## config.mk

```make
export PLATFORM = sky130hd
export DESIGN_NAME = disk_match_top
export DESIGN_NICKNAME = d
export VERILOG_FILES = /design/src/hdl/disk_match_pkg.sv /design/src/hdl/match_residual_calc.sv /design/src/hdl/best_match_select.sv /design/src/hdl/disk_match_top.sv
export VERILOG_INCLUDE_DIRS = /design/src /design/src/include
export SDC_FILE = /design/constraint.sdc
export NUM_CORES = 1
export LEC_CHECK = 0
export BUFFER_PORTS_ARGS = -buffer_cell sky130_fd_sc_hd__clkbuf_2
export CAP_MARGIN = 0
export CORE_ASPECT_RATIO = 0.8
export CORE_MARGIN = 2
export CORE_UTILIZATION = 60
export DETAILED_ROUTE_END_ITERATION = 8
export PLACE_DENSITY = 0.78
export SYNTH_ARGS = -nofsm -noshare
export SYNTH_HDL_FRONTEND = slang
export SYNTH_HIERARCHICAL = 1
export SYNTH_SLANG_ARGS = --single-unit
```

## constraint.sdc

```tcl
create_clock -name clk -period 6.6 [get_ports clk]
set_input_delay 0.66 -clock clk [delete_from_list [all_inputs] [get_ports clk]]
set_output_delay 0.66 -clock clk [all_outputs]
set_load 0.05 [all_outputs]
```

## src/include/disk_match_consts.svh

```systemverilog
`ifndef DISK_MATCH_CONSTS_SVH
`define DISK_MATCH_CONSTS_SVH

// matching cuts for the inner (PS) disk modules
`define DM_RCUT         32
`define DM_PHICUT       467281
`define DM_R_OFFSET     512

// stub word field widths
`define DM_PHI_W        14
`define DM_Z_W          7
`define DM_R_W          12
`define DM_STUB_IDX_W   6

// projection word field widths, phi and r shared with the stub
`define DM_PHI_DER_W    6
`define DM_R_DER_W      8
`define DM_PROJ_IDX_W   10
`define DM_ORIGIN_W     2

`define DM_DTC_INDEX    3'b010
`define DM_EMPTY_PROJ   6'h3f
`define DM_RESID_LAT    5

`endif

```

## src/hdl/disk_match_pkg.sv

```systemverilog
`include "disk_match_consts.svh"

package disk_match_pkg;

    // stub: phi [13:0], z [20:14], r [32:21], stub index [38:33]
    // phi and r unsigned, z signed
    typedef logic [`DM_STUB_IDX_W+`DM_R_W+`DM_Z_W+`DM_PHI_W-1:0] stub_word_t;

    // projection: phi [13:0], r [25:14], phi der [31:26], r der [39:32],
    // proj index [49:40], origin [51:50]; both derivatives signed
    typedef logic [`DM_ORIGIN_W+`DM_PROJ_IDX_W+`DM_R_DER_W+`DM_PHI_DER_W
                   +`DM_R_W+`DM_PHI_W-1:0] proj_word_t;

    typedef logic signed [17:0]              r_resid_t;
    typedef logic signed [21:0]              phi_resid_t;
    typedef logic [35:0]                     phi_metric_t;
    typedef logic [`DM_PROJ_IDX_W-1:0]       proj_index_t;
    typedef logic [`DM_ORIGIN_W-1:0]         origin_t;

    // low to high: r resid [8:0], phi resid [20:9], dtc + stub index [29:21],
    // proj index [39:30]
    typedef logic [39:0]                     match_word_t;

    typedef enum logic {
        sel_idle,
        sel_group
    } sel_state_t;

    localparam origin_t ORIGIN_NONE    = 2'b00;
    localparam origin_t ORIGIN_PLUS    = 2'b01;
    localparam origin_t ORIGIN_MINUS   = 2'b10;
    localparam origin_t ORIGIN_CENTRAL = 2'b11;

endpackage

```

## src/hdl/match_residual_calc.sv

```systemverilog
`timescale 1ns/1ps
`include "disk_match_consts.svh"

module match_residual_calc
    import disk_match_pkg::*;
(
    input  logic                      clk,
    input  logic                      rst_pipe,
    input  logic                      cand_valid,
    input  logic                      event_end,
    input  stub_word_t                stub_word,
    input  proj_word_t                proj_word,
    output logic                      res_valid,
    output logic                      res_end,
    output r_resid_t                  r_resid,
    output phi_resid_t                phi_resid,
    output phi_metric_t               phi_metric,
    output logic [`DM_STUB_IDX_W-1:0] stub_index,
    output proj_index_t               proj_index,
    output origin_t                   origin
);

    // stage 1, unpacked fields
    logic [`DM_PHI_W-1:0]            s1_stub_phi;
    logic signed [`DM_Z_W-1:0]       s1_stub_z;
    logic [`DM_R_W-1:0]              s1_stub_r;
    logic [`DM_PHI_W-1:0]            s1_proj_phi;
    logic [`DM_R_W-1:0]              s1_proj_r;
    logic signed [`DM_PHI_DER_W-1:0] s1_phi_der;
    logic signed [`DM_R_DER_W-1:0]   s1_r_der;

    // stage 2, raw differences and z terms
    logic signed [12:0] s2_r_diff;
    logic signed [14:0] s2_phi_diff;
    // products sized so the multiply cannot wrap
    logic signed [14:0] s2_r_der_term;
    logic signed [12:0] s2_phi_der_term;
    logic [12:0]        s2_r_off;

    // stages 3 and 4
    r_resid_t    s3_r_res;
    phi_resid_t  s3_phi_res;
    logic [12:0] s3_r_off;
    r_resid_t    s4_r_res;
    phi_resid_t  s4_phi_res;
    logic [21:0] s4_phi_abs;
    logic [12:0] s4_r_off;

    // side delay line
    logic [`DM_RESID_LAT-1:0]  valid_sr;
    logic [`DM_RESID_LAT-1:0]  end_sr;
    logic [`DM_STUB_IDX_W-1:0] stub_idx_sr [`DM_RESID_LAT];
    proj_index_t               proj_idx_sr [`DM_RESID_LAT];
    origin_t                   origin_sr   [`DM_RESID_LAT];

    ////////////////////////////////
    // arithmetic
    ////////////////////////////////
    always_ff @(posedge clk) begin
        s1_stub_phi <= stub_word[13:0];
        s1_stub_z   <= stub_word[20:14];
        s1_stub_r   <= stub_word[32:21];
        s1_proj_phi <= proj_word[13:0];
        s1_proj_r   <= proj_word[25:14];
        s1_phi_der  <= proj_word[31:26];
        s1_r_der    <= proj_word[39:32];

        s2_r_diff       <= $signed({1'b0, s1_stub_r}) - $signed({1'b0, s1_proj_r});
        s2_phi_diff     <= $signed({1'b0, s1_stub_phi}) - $signed({1'b0, s1_proj_phi});
        s2_r_der_term   <= (s1_stub_z * s1_r_der) >>> 5;
        s2_phi_der_term <= (s1_stub_z * s1_phi_der) >>> 2;
        s2_r_off        <= s1_stub_r + `DM_R_OFFSET;

        s3_r_res   <= s2_r_diff - s2_r_der_term;
        s3_phi_res <= s2_phi_diff - s2_phi_der_term;
        s3_r_off   <= s2_r_off;

        s4_r_res   <= s3_r_res;
        s4_phi_res <= s3_phi_res;
        s4_phi_abs <= s3_phi_res[21] ? -s3_phi_res : s3_phi_res;
        s4_r_off   <= s3_r_off;

        // phi residual scaled by the offset radius
        r_resid    <= s4_r_res;
        phi_resid  <= s4_phi_res;
        phi_metric <= s4_phi_abs * s4_r_off;
    end

    ////////////////////////////////
    // indices and strobes
    ////////////////////////////////
    always_ff @(posedge clk) begin
        stub_idx_sr[0] <= stub_word[38:33];
        proj_idx_sr[0] <= proj_word[49:40];
        origin_sr[0]   <= proj_word[51:50];
        for (int i = 1; i < `DM_RESID_LAT; i++) begin
            stub_idx_sr[i] <= stub_idx_sr[i-1];
            proj_idx_sr[i] <= proj_idx_sr[i-1];
            origin_sr[i]   <= origin_sr[i-1];
        end
    end

    always_ff @(posedge clk) begin
        if (rst_pipe) begin
            valid_sr <= '0;
            end_sr   <= '0;
        end else begin
            valid_sr <= {valid_sr[`DM_RESID_LAT-2:0], cand_valid};
            end_sr   <= {end_sr[`DM_RESID_LAT-2:0], event_end};
        end
    end

    assign res_valid  = valid_sr[`DM_RESID_LAT-1];
    assign res_end    = end_sr[`DM_RESID_LAT-1];
    assign stub_index = stub_idx_sr[`DM_RESID_LAT-1];
    assign proj_index = proj_idx_sr[`DM_RESID_LAT-1];
    assign origin     = origin_sr[`DM_RESID_LAT-1];

endmodule

```

## src/hdl/best_match_select.sv

```systemverilog
`timescale 1ns/1ps
`include "disk_match_consts.svh"

module best_match_select
    import disk_match_pkg::*;
(
    input  logic                      clk,
    input  logic                      rst_pipe,
    input  logic                      res_valid,
    input  logic                      res_end,
    input  r_resid_t                  r_resid,
    input  phi_resid_t                phi_resid,
    input  phi_metric_t               phi_metric,
    input  logic [`DM_STUB_IDX_W-1:0] stub_index,
    input  proj_index_t               proj_index,
    input  origin_t                   origin,
    output match_word_t               match_word,
    output logic                      valid_central,
    output logic                      valid_plus,
    output logic                      valid_minus
);

    sel_state_t  state;
    sel_state_t  state_nxt;

    // open group
    proj_index_t cur_index;
    origin_t     cur_origin;
    phi_metric_t best_metric;
    match_word_t best_word;
    logic        best_found;

    proj_index_t index_nxt;
    origin_t     origin_nxt;
    phi_metric_t metric_nxt;
    match_word_t word_nxt;
    logic        found_nxt;

    // candidate evaluation
    logic        key_match;
    logic [17:0] r_abs;
    phi_metric_t ref_metric;
    logic        cand_ok;
    match_word_t cand_word;

    // closing group result
    logic        close_valid;
    match_word_t close_word;
    origin_t     close_origin;

    // registered winner, one cycle before the pulse
    logic        win_valid_q;
    match_word_t win_word_q;
    origin_t     win_origin_q;

    assign key_match = (state == sel_group) && (proj_index == cur_index)
                       && (origin == cur_origin);
    assign r_abs     = r_resid[17] ? -r_resid : r_resid;

    // a new group starts from the phi cut
    assign ref_metric = key_match ? best_metric : phi_metric_t'(`DM_PHICUT);
    assign cand_ok    = (r_abs < `DM_RCUT) && (phi_metric < ref_metric)
                        && (proj_index[5:0] != `DM_EMPTY_PROJ);
    assign cand_word  = {proj_index, `DM_DTC_INDEX, stub_index, phi_resid[11:0], r_resid[8:0]};

    ////////////////////////////////
    // group tracking
    ////////////////////////////////
    always_comb begin
        state_nxt    = state;
        index_nxt    = cur_index;
        origin_nxt   = cur_origin;
        metric_nxt   = best_metric;
        word_nxt     = best_word;
        found_nxt    = best_found;
        close_valid  = 1'b0;
        close_word   = best_word;
        close_origin = cur_origin;

        if (res_valid && !key_match) begin
            // new key, the running group ends and this one opens
            close_valid = (state == sel_group) && best_found;
            state_nxt   = sel_group;
            index_nxt   = proj_index;
            origin_nxt  = origin;
            found_nxt   = cand_ok;
            metric_nxt  = cand_ok ? phi_metric : phi_metric_t'(`DM_PHICUT);
            word_nxt    = cand_word;
        end else if (res_valid && cand_ok) begin
            // strictly smaller only, so a tie keeps the earlier one
            found_nxt  = 1'b1;
            metric_nxt = phi_metric;
            word_nxt   = cand_word;
        end

        // end of event closes the group including a candidate in this cycle;
        // it is expected alone or on the last candidate of the running group
        if (res_end) begin
            close_valid  = (state_nxt == sel_group) && found_nxt;
            close_word   = word_nxt;
            close_origin = origin_nxt;
            state_nxt    = sel_idle;
        end
    end

    always_ff @(posedge clk) begin
        if (rst_pipe) begin
            state      <= sel_idle;
            best_found <= 1'b0;
        end else begin
            state      <= state_nxt;
            best_found <= found_nxt;
        end
    end

    always_ff @(posedge clk) begin
        cur_index   <= index_nxt;
        cur_origin  <= origin_nxt;
        best_metric <= metric_nxt;
        best_word   <= word_nxt;
    end

    ////////////////////////////////
    // output routing
    ////////////////////////////////
    always_ff @(posedge clk) begin
        if (rst_pipe) begin
            win_valid_q   <= 1'b0;
            valid_central <= 1'b0;
            valid_plus    <= 1'b0;
            valid_minus   <= 1'b0;
        end else begin
            win_valid_q   <= close_valid && (close_origin != ORIGIN_NONE);
            valid_central <= win_valid_q && (win_origin_q == ORIGIN_CENTRAL);
            valid_plus    <= win_valid_q && (win_origin_q == ORIGIN_PLUS);
            valid_minus   <= win_valid_q && (win_origin_q == ORIGIN_MINUS);
        end
    end

    // word lines up with the pulse
    always_ff @(posedge clk) begin
        win_word_q   <= close_word;
        win_origin_q <= close_origin;
        match_word   <= win_word_q;
    end

endmodule

```

## src/hdl/disk_match_top.sv

```systemverilog
`timescale 1ns/1ps
`include "disk_match_consts.svh"

module disk_match_top
    import disk_match_pkg::*;
(
    input  logic        clk,
    input  logic        rst_pipe,
    input  logic        cand_valid,
    input  stub_word_t  stub_word,
    input  proj_word_t  proj_word,
    input  logic        event_end,
    output match_word_t match_word,
    output logic        valid_central,
    output logic        valid_plus,
    output logic        valid_minus
);

    // residual pipeline to selector
    logic                      res_valid;
    logic                      res_end;
    r_resid_t                  r_resid;
    phi_resid_t                phi_resid;
    phi_metric_t               phi_metric;
    logic [`DM_STUB_IDX_W-1:0] stub_index;
    proj_index_t               proj_index;
    origin_t                   origin;

    match_residual_calc resid_i (
        .clk        (clk),
        .rst_pipe   (rst_pipe),
        .cand_valid (cand_valid),
        .event_end  (event_end),
        .stub_word  (stub_word),
        .proj_word  (proj_word),
        .res_valid  (res_valid),
        .res_end    (res_end),
        .r_resid    (r_resid),
        .phi_resid  (phi_resid),
        .phi_metric (phi_metric),
        .stub_index (stub_index),
        .proj_index (proj_index),
        .origin     (origin)
    );

    best_match_select select_i (
        .clk           (clk),
        .rst_pipe      (rst_pipe),
        .res_valid     (res_valid),
        .res_end       (res_end),
        .r_resid       (r_resid),
        .phi_resid     (phi_resid),
        .phi_metric    (phi_metric),
        .stub_index    (stub_index),
        .proj_index    (proj_index),
        .origin        (origin),
        .match_word    (match_word),
        .valid_central (valid_central),
        .valid_plus    (valid_plus),
        .valid_minus   (valid_minus)
    );

endmodule

```

# Word level (Yosys, flattened, before mapping)
# Memories as Yosys holds them, arrays and structs flattened.
# Cells that the tools add are included.
# W data, S select, Z words.
# totals
output_inout_bits,43
regBits,498
memories,3
in_bits,95
ram_bits,90
# memory_table
memory,words,word_bits,read_ports,rd_clocked_by_memory_dff,write_ports,line_no,source
resid_i.proj_idx_sr,5,10,5,0,5,match_residual_calc.sv:53,proj_index_t proj_idx_sr [`DM_RESID_LAT];
resid_i.stub_idx_sr,5,6,5,0,5,match_residual_calc.sv:52,logic [`DM_STUB_IDX_W-1:0] stub_idx_sr [`DM_RESID_LAT];
resid_i.origin_sr,5,2,5,0,5,match_residual_calc.sv:54,origin_t origin_sr [`DM_RESID_LAT];
# classes
muxes,16
multipliers,3
reduce_logical,16
n_eq_ne,6
n_addsub,7
magnitude_cmp,2
# op_table
cell,count
$mux W40,3
$mux W36,3
$lt A35 B36 Y1,1
$mul A22 B13 Y35,1
$mux W35,1
$neg A16 Y22,1
$mux W21,1
$lt A18 B6 Y1 const B,1
$mux W18,1
$neg A18 Y18,1
$sub A15 B11 Y16,1
$mul A7 B8 Y15,1
$sub A14 B14 Y15,1
$sub A13 B10 Y14,1
$add A12 B10 Y13 const B,1
$mul A7 B6 Y13,1
$sub A12 B12 Y13,1
$logic_and A1 B1 Y1,12
$eq A10 B10 Y1,1
$ne A6 B6 Y1 const B,1
$mux W1,5
$eq A2 B2 Y1 const B,2
$mux W2,2
$reduce_bool A2 Y1,2
other kinds (4),4

# Longest topological paths before layout
# Gate-level depths: netlist of the first run.
# An unclocked memory read counts as a cell.
# logic_depth
depth_word,14
mapped_depth,20

# Modules after synthesis
# The synthesis of the first run kept the hierarchy.
# modules_own_cells
module,n_inst,area_per_inst_um2,cells_each,seq_area_each_um2
match_residual_calc,1,23931.7,2343,8147.8
best_match_select,1,7209.4,669,3983.8

# Worst setup path after synthesis of the first run
# OpenSTA, ideal clock, no wires.
# synth_timing
kind,register -> register
start,register resid_i.s4_phi_abs[14]
end,register resid_i.phi_metric[32]
period_less_slack_ps,5344
setup_ps,127
path_buffers,2
stages_incl_launch_ff,21
path_slack_ps,1256
t_required_ps,6473
arrival_time_ps,5217
cell_sequence,dfxtp_1 > clkbuf_1 > nand2_1 > fa_1 > inv_1 > fa_1 > inv_1 > fa_1 > inv_1 > fa_1 > inv_1 > fa_1 > inv_1 > ha_1 > clkbuf_1 > o2111a_1 > and2_1 > a221oi_2 > nor2_1 > a31o_1 > or3b_1
# synth_between
elab_chain_len,1
# synth_lines
item,line_no,source
from (decl),match_residual_calc.sv:46,logic [21:0] s4_phi_abs;
from (signal assigned),match_residual_calc.sv:80,s4_phi_abs <= s3_phi_res[21] ? -s3_phi_res : s3_phi_res;
$mul A22 B13 Y35,match_residual_calc.sv:86,phi_metric <= s4_phi_abs * s4_r_off;
to (signal assigned),match_residual_calc.sv:86,
to (decl),match_residual_calc.sv:17,"output phi_metric_t phi_metric,"
# Every way passes these cells.
# A chain may end at the register's enable or synchronous reset.

# Worst setup path after layout of the first run
# layout_timing
start,register resid_i.s4_r_off[9]
end,register resid_i.phi_metric[33]
# layout_between
elab_chain_len,1
# layout_lines
item,line_no,source
from (decl),match_residual_calc.sv:47,logic [12:0] s4_r_off;
from (signal assigned),match_residual_calc.sv:81,s4_r_off <= s3_r_off;
$mul A22 B13 Y35,match_residual_calc.sv:86,
# Every way passes these cells.

==> results of run 1 <==
==> metal layers <==
layer  wire, um  part of all wire (%)  vias to the layer above
met2      31000                    48                      579
li1           -                     -                     9802
met3       3300                   5.1                      136
met4       2010                   3.1                        0
met5          0                     0                        -
met1      28000                    44                    10100
==> registers in the layout (all words and copies together) (netlist names), 16 cells and up <==
signal and count:
resid_i/proj_idx_sr 50, select_i/best_word 40, select_i/match_word 40, select_i/win_word_q 40, select_i/best_metric 36, resid_i/phi_metric 35
resid_i/stub_idx_sr 30, resid_i/s4_phi_abs 21, resid_i/s3_phi_res 16
==> layout make-up <==
class | count | area share (%)
Tap cell | 684 | 2.53
Sequential cell | 575 | 35.4
Clock buffer | 71 | 4.51
Inverter | 434 | 4.81
Timing Repair Buffer | 151 | 2.34
Clock inverter | 25 | 0.799
Multi-Input combinational cell | 1872 | 49.6
==> worst min path at each step <==
stage,startpoint,end,cells after the start
floorplan,resid_i/origin_sr[0][0],resid_i/origin_sr[1][0],0
global placement,select_i/win_word_q[31],select_i/match_word[31],0
detailed placement,resid_i/proj_idx_sr[0][5],resid_i/proj_idx_sr[0][15],0
CTS,proj_word[39],resid_i/s1_r_der[7],1
global route,stub_word[11],resid_i/s1_stub_phi[11],1
finish,stub_word[11],resid_i/s1_stub_phi[11],1
==> critical path, stage by stage (launching register included) <==
cell and delay [ns]:
dfxtp_1 0.84, buf_4 0.26, and2_1 0.15, fa_1 0.41
fa_1 0.47, fa_1 0.51, fa_1 0.55, inv_1 0.05
fa_1 0.53, inv_1 0.04, ha_1 0.43, a21o_1 0.26
o21bai_1 0.20, a2111oi_0 0.60, o211ai_1 0.19, mux2i_1 0.16
nor4_1 0.07
==> metrics by stage <==
| stage | setup WS [ns] | utilization (%) | cell area (sq um) | instances | hold slack (ns) |
|---|---|---|---|---|---|
| 2_1_floorplan | 1.26 | - | 31000 | 3004 | 0.310 |
| 3_3_place_gp | 0.845 | 62.8 | 32000 | 3716 | 0.310 |
| 3_5_place_dp | 0.789 | 62.8 | 32000 | 3716 | 0.312 |
| 4_1_cts | 0.755 | 66.3 | 33800 | 3812 | 0.124 |
| 5_1_grt | 0.387 | 66.3 | 33800 | 3812 | 0.131 |
| 6_report | 0.721 | 66.3 | 33800 | 3812 | 0.164 |
==> results_dict.tcl, run 1 <==
set metrics [dict create \
    status "complete, no violations" \
    ctsHoldBuffers 0 \
    clk_pin_slew_ns 0.06 \
    fp.dieH_um 207 \
    syn_inst 2998 \
    crit_type "flip-flop to flip-flop" \
    routed_via_density 5.40 \
    vias 20600 \
    layout_commonest_cell "dfxtp_1" \
    io_pins 138 \
    cp.arrival_ns 6.34 \
    syn-cell-area_sq_um 30900 \
    yosys_warnings 6 \
    finalClockSkew_ns 0.0251 \
    area_delta_synth_final_pct 9.37 \
    crit_start "resid_i/s4_r_off[9]" \
    cts_tree "yes" \
    port_buffers 137 \
    busiest_layer "met2" \
    drive_gt1_share_pct 9.49 \
    start_util_pct 60.6 \
    syn_avg_cell_area_sq_um 10.3 \
    hold_violations 0 \
    nets 3698 \
    antenna_found_initial 1 \
    cts_resized 0 \
    coreArea_sq_um 51000 \
    timing.rr.start "resid_i/s4_r_off[9]" \
    rsz0062_at_grt "false" \
    required_ns 7.06 \
    grt_use_met2_pct 42.4 \
    gr-usage-all-layers_pct 24.8 \
    grt_pass1_wl_um 108000 \
    r2r_end "resid_i/phi_metric[33]" \
    maxSlewHeadroom_pct 36.2 \
    hpwlAfterDp_um 49900 \
    layout_common_cells "dfxtp_1, inv_1, nand2_1" \
    setup_viol 0 \
    final_max_slew_viol_count 0 \
    cts-root-buf "clkbuf_16" \
    finalCriticalPeriod_ns 5.88 \
    drt_first_iter_violations 1219 \
    crit_end "resid_i/phi_metric[33]" \
    end_kind "flip-flop" \
    die_w_um 258 \
    tns_ns 0 \
    cts_made_buffers 52 \
    ff2ff_path_depth 16 \
    grt_pass1_vias 22100 \
    maxCapViolCount 0 \
    post-route-period-util_pct 89.1 \
    wl_per_cell_um 16.9 \
    grt_util_met3_pct 4.01 \
    htree_levels 2 \
    max_freq_mhz 170 \
    gp_congestion 0.903 \
    die-area_sq_um 53400 \
    grt_util_met1_pct 32.3 \
    rrSetupSlack_ns 0.72 \
    fp-row-count 74 \
    fill_cells 3872 \
    postCtsSetupRepairBufs 0 \
    seqCellArea_sq_um 12000 \
    grt_max_degree 81 \
    holdCritPathClass "input pin to flip-flop" \
    diodes 0 \
    critPathLaunchType "flip-flop" \
    clkSinkCount 575 \
    ant_nets 0 \
    post-route-drc-count 0 \
    overflow 0 \
    worst_slew_pin_slew_ns 0.955 \
    drt-total-wl_um 64400 \
    multi_input_area_sq_um 16800 \
    cts_buffer_depth 3 \
    dr.pass1.iters 5 \
    cp_max_fo 18 \
    insertion_delay_ns 0.59 \
]
Power of run 1 is not shown: default switching activity piles up to over one toggle a cycle in this logic, so the estimate is an artifact.
==> run 2, diff against run 1 <==
REMOVE_ABC_BUFFERS = 1   (was default)
==> run 2 against run 1 <==
Against the previous run:
- highest routed layer unchanged
- fmax decreased by 2.1%
- global-route usage decreased by 0.11 points
- critical path type unchanged
- count of clock-buffer cells in the layout increased by 3
- non-clock buffer count unchanged
- flip-flop and latch count unchanged
- largest cell class unchanged
- final area about the same
- clock skew decreased by 0.0047 ns
- die area unchanged
- register-to-register slack got worse by 0.13 ns
- cell count about the same
- via count decreased by 0.22%
==> results_dict.tcl, run 2 (synthesis results as in run 1) <==
set metrics [dict create \
    cts-root-buf "clkbuf_16" \
    die_w_um 258 \
    cts_tree "yes" \
    slowest_stage "dfxtp_1" \
    vias 20600 \
    wl_met2_um 29900 \
    crit_top_cell "fa_1" \
    hold_violations 0 \
    layout_commonest_cell "dfxtp_1" \
    max_stage_delay_ns 0.84 \
    critPathLaunchType "flip-flop" \
    die-area_sq_um 53400 \
    seqCellArea_sq_um 12000 \
    maxSlewHeadroom_pct 38.8 \
    dr.pass1.iters 9 \
    antenna_found_initial 1 \
    ctsHoldBuffers 0 \
    maxCapViolCount 0 \
    post-route-period-util_pct 91.0 \
    max_freq_mhz 166 \
    rsz0062_at_grt "false" \
    multi_input_area_sq_um 16800 \
    insertion_delay_ns 0.60 \
    routed_via_density 5.39 \
    drt_first_iter_violations 1329 \
    critical_path_cell_count 16 \
    coreArea_sq_um 51000 \
    cts_made_buffers 54 \
    ant_nets 0 \
    highest_layer "met4" \
    tns_ns 0 \
    setup_viol 0 \
    io_pins 138 \
    final_max_slew_viol_count 0 \
    grt_max_degree 61 \
    finalCriticalPeriod_ns 6.01 \
    required_ns 7.07 \
    worst_path_dominant_cell_family "adder cells" \
    nets 3700 \
    crit_buf_inv 3 \
    path_cells "nand2_1 -> fa_1 -> inv_1 -> fa_1 -> fa_1 -> fa_1 -> inv_1 -> fa_1 -> inv_1 -> ha_1 -> a21oi_1 -> o21ai_0 -> a221oi_2 -> nor2_1 -> a31o_1 -> or3b_1" \
    largest_reg_flops 50 \
    fp-row-count 74 \
    diodes 0 \
    wl_met1_um 28700 \
    drt-total-wl_um 64100 \
    htree_levels 2 \
    cts_resized 0 \
    grt_pass1_wl_um 107000 \
    fill_cells 3884 \
    crit_type "flip-flop to flip-flop" \
    worst_slew_pin_slew_ns 0.916 \
    finalClockSkew_ns 0.0204 \
    post-place-ws_ns 0.676 \
    post-route-drc-count 0 \
    holdCritPathClass "input pin to flip-flop" \
    overflow 0 \
    port_buffers 137 \
    clk_pin_slew_ns 0.07 \
    cts_buffer_depth 3 \
    wl_per_cell_um 16.8 \
    ff2ff_path_depth 16 \
    timing.final.ws_setup_ns 0.593 \
    whs_ns 0.160 \
    hold_depth 1 \
    hpwlAfterDp_um 49200 \
    fp.dieH_um 207 \
    postCtsSetupRepairBufs 0 \
    cp.arrival_ns 6.48 \
    status "complete, no violations" \
    end_kind "flip-flop" \
    wl_met3_um 4440 \
    clkSinkCount 575 \
    gr-usage-all-layers_pct 24.7 \
    cp_max_fo 19 \
    drive_gt1_share_pct 9.55 \
    layout_common_cells "dfxtp_1, inv_1, nand2_1" \
    top_register "resid_i/proj_idx_sr" \
    gp_congestion 0.912 \
    grt_pass1_vias 21700 \
    area_delta_synth_final_pct 9.36 \
    start_util_pct 60.6 \
]
## run 2: cell types whose count changed in the layout (fill, tap and decap cells not counted), sizes merged
cell and change:
bufinv -2, clkbuf +3, clkinv +2
## run 2: layout make-up
class / instances / share of cell area (%)
multi-input cells: 1872 / 49.6
flip-flops and latches: 575 / 35.4
inverters: 434 / 4.82
clock buffers: 74 / 4.60
well taps: 684 / 2.53
repair buffers: 151 / 2.34
clock inverters: 25 / 0.703
## run 2: stage by stage
step / std cells / cell area, sq um / util [%]
after detailed placement: 3716 / 32000 / 62.8
after CTS: 3815 / 33800 / 66.3
after global placement: 3716 / 32000 / 62.8
after global routing: 3815 / 33800 / 66.3
after floorplan: 2881 / 30400 / -
final: 3815 / 33800 / 66.3
## run 2: path summary, 6_finish.rpt
check / slack [ns] / startpoint / to
max: 0.59 / resid_i/s4_r_off[9] / resid_i/phi_metric[32]
min: 0.16 / proj_word[0] / resid_i/s1_proj_phi[0]
max reg2reg: 0.59 / resid_i/s4_r_off[9] / resid_i/phi_metric[32]
min reg2reg: 0.32 / resid_i/s2_r_off[6] / resid_i/s3_r_off[6]
## run 2: layer usage
layer	up-vias	GRT usage, %
li1	9820	-
met1	10000	33.5
met2	611	40.7
met3	83	5.18
met4	0	5.96
met5	-	0
Power of run 2 is left out for the same reason.
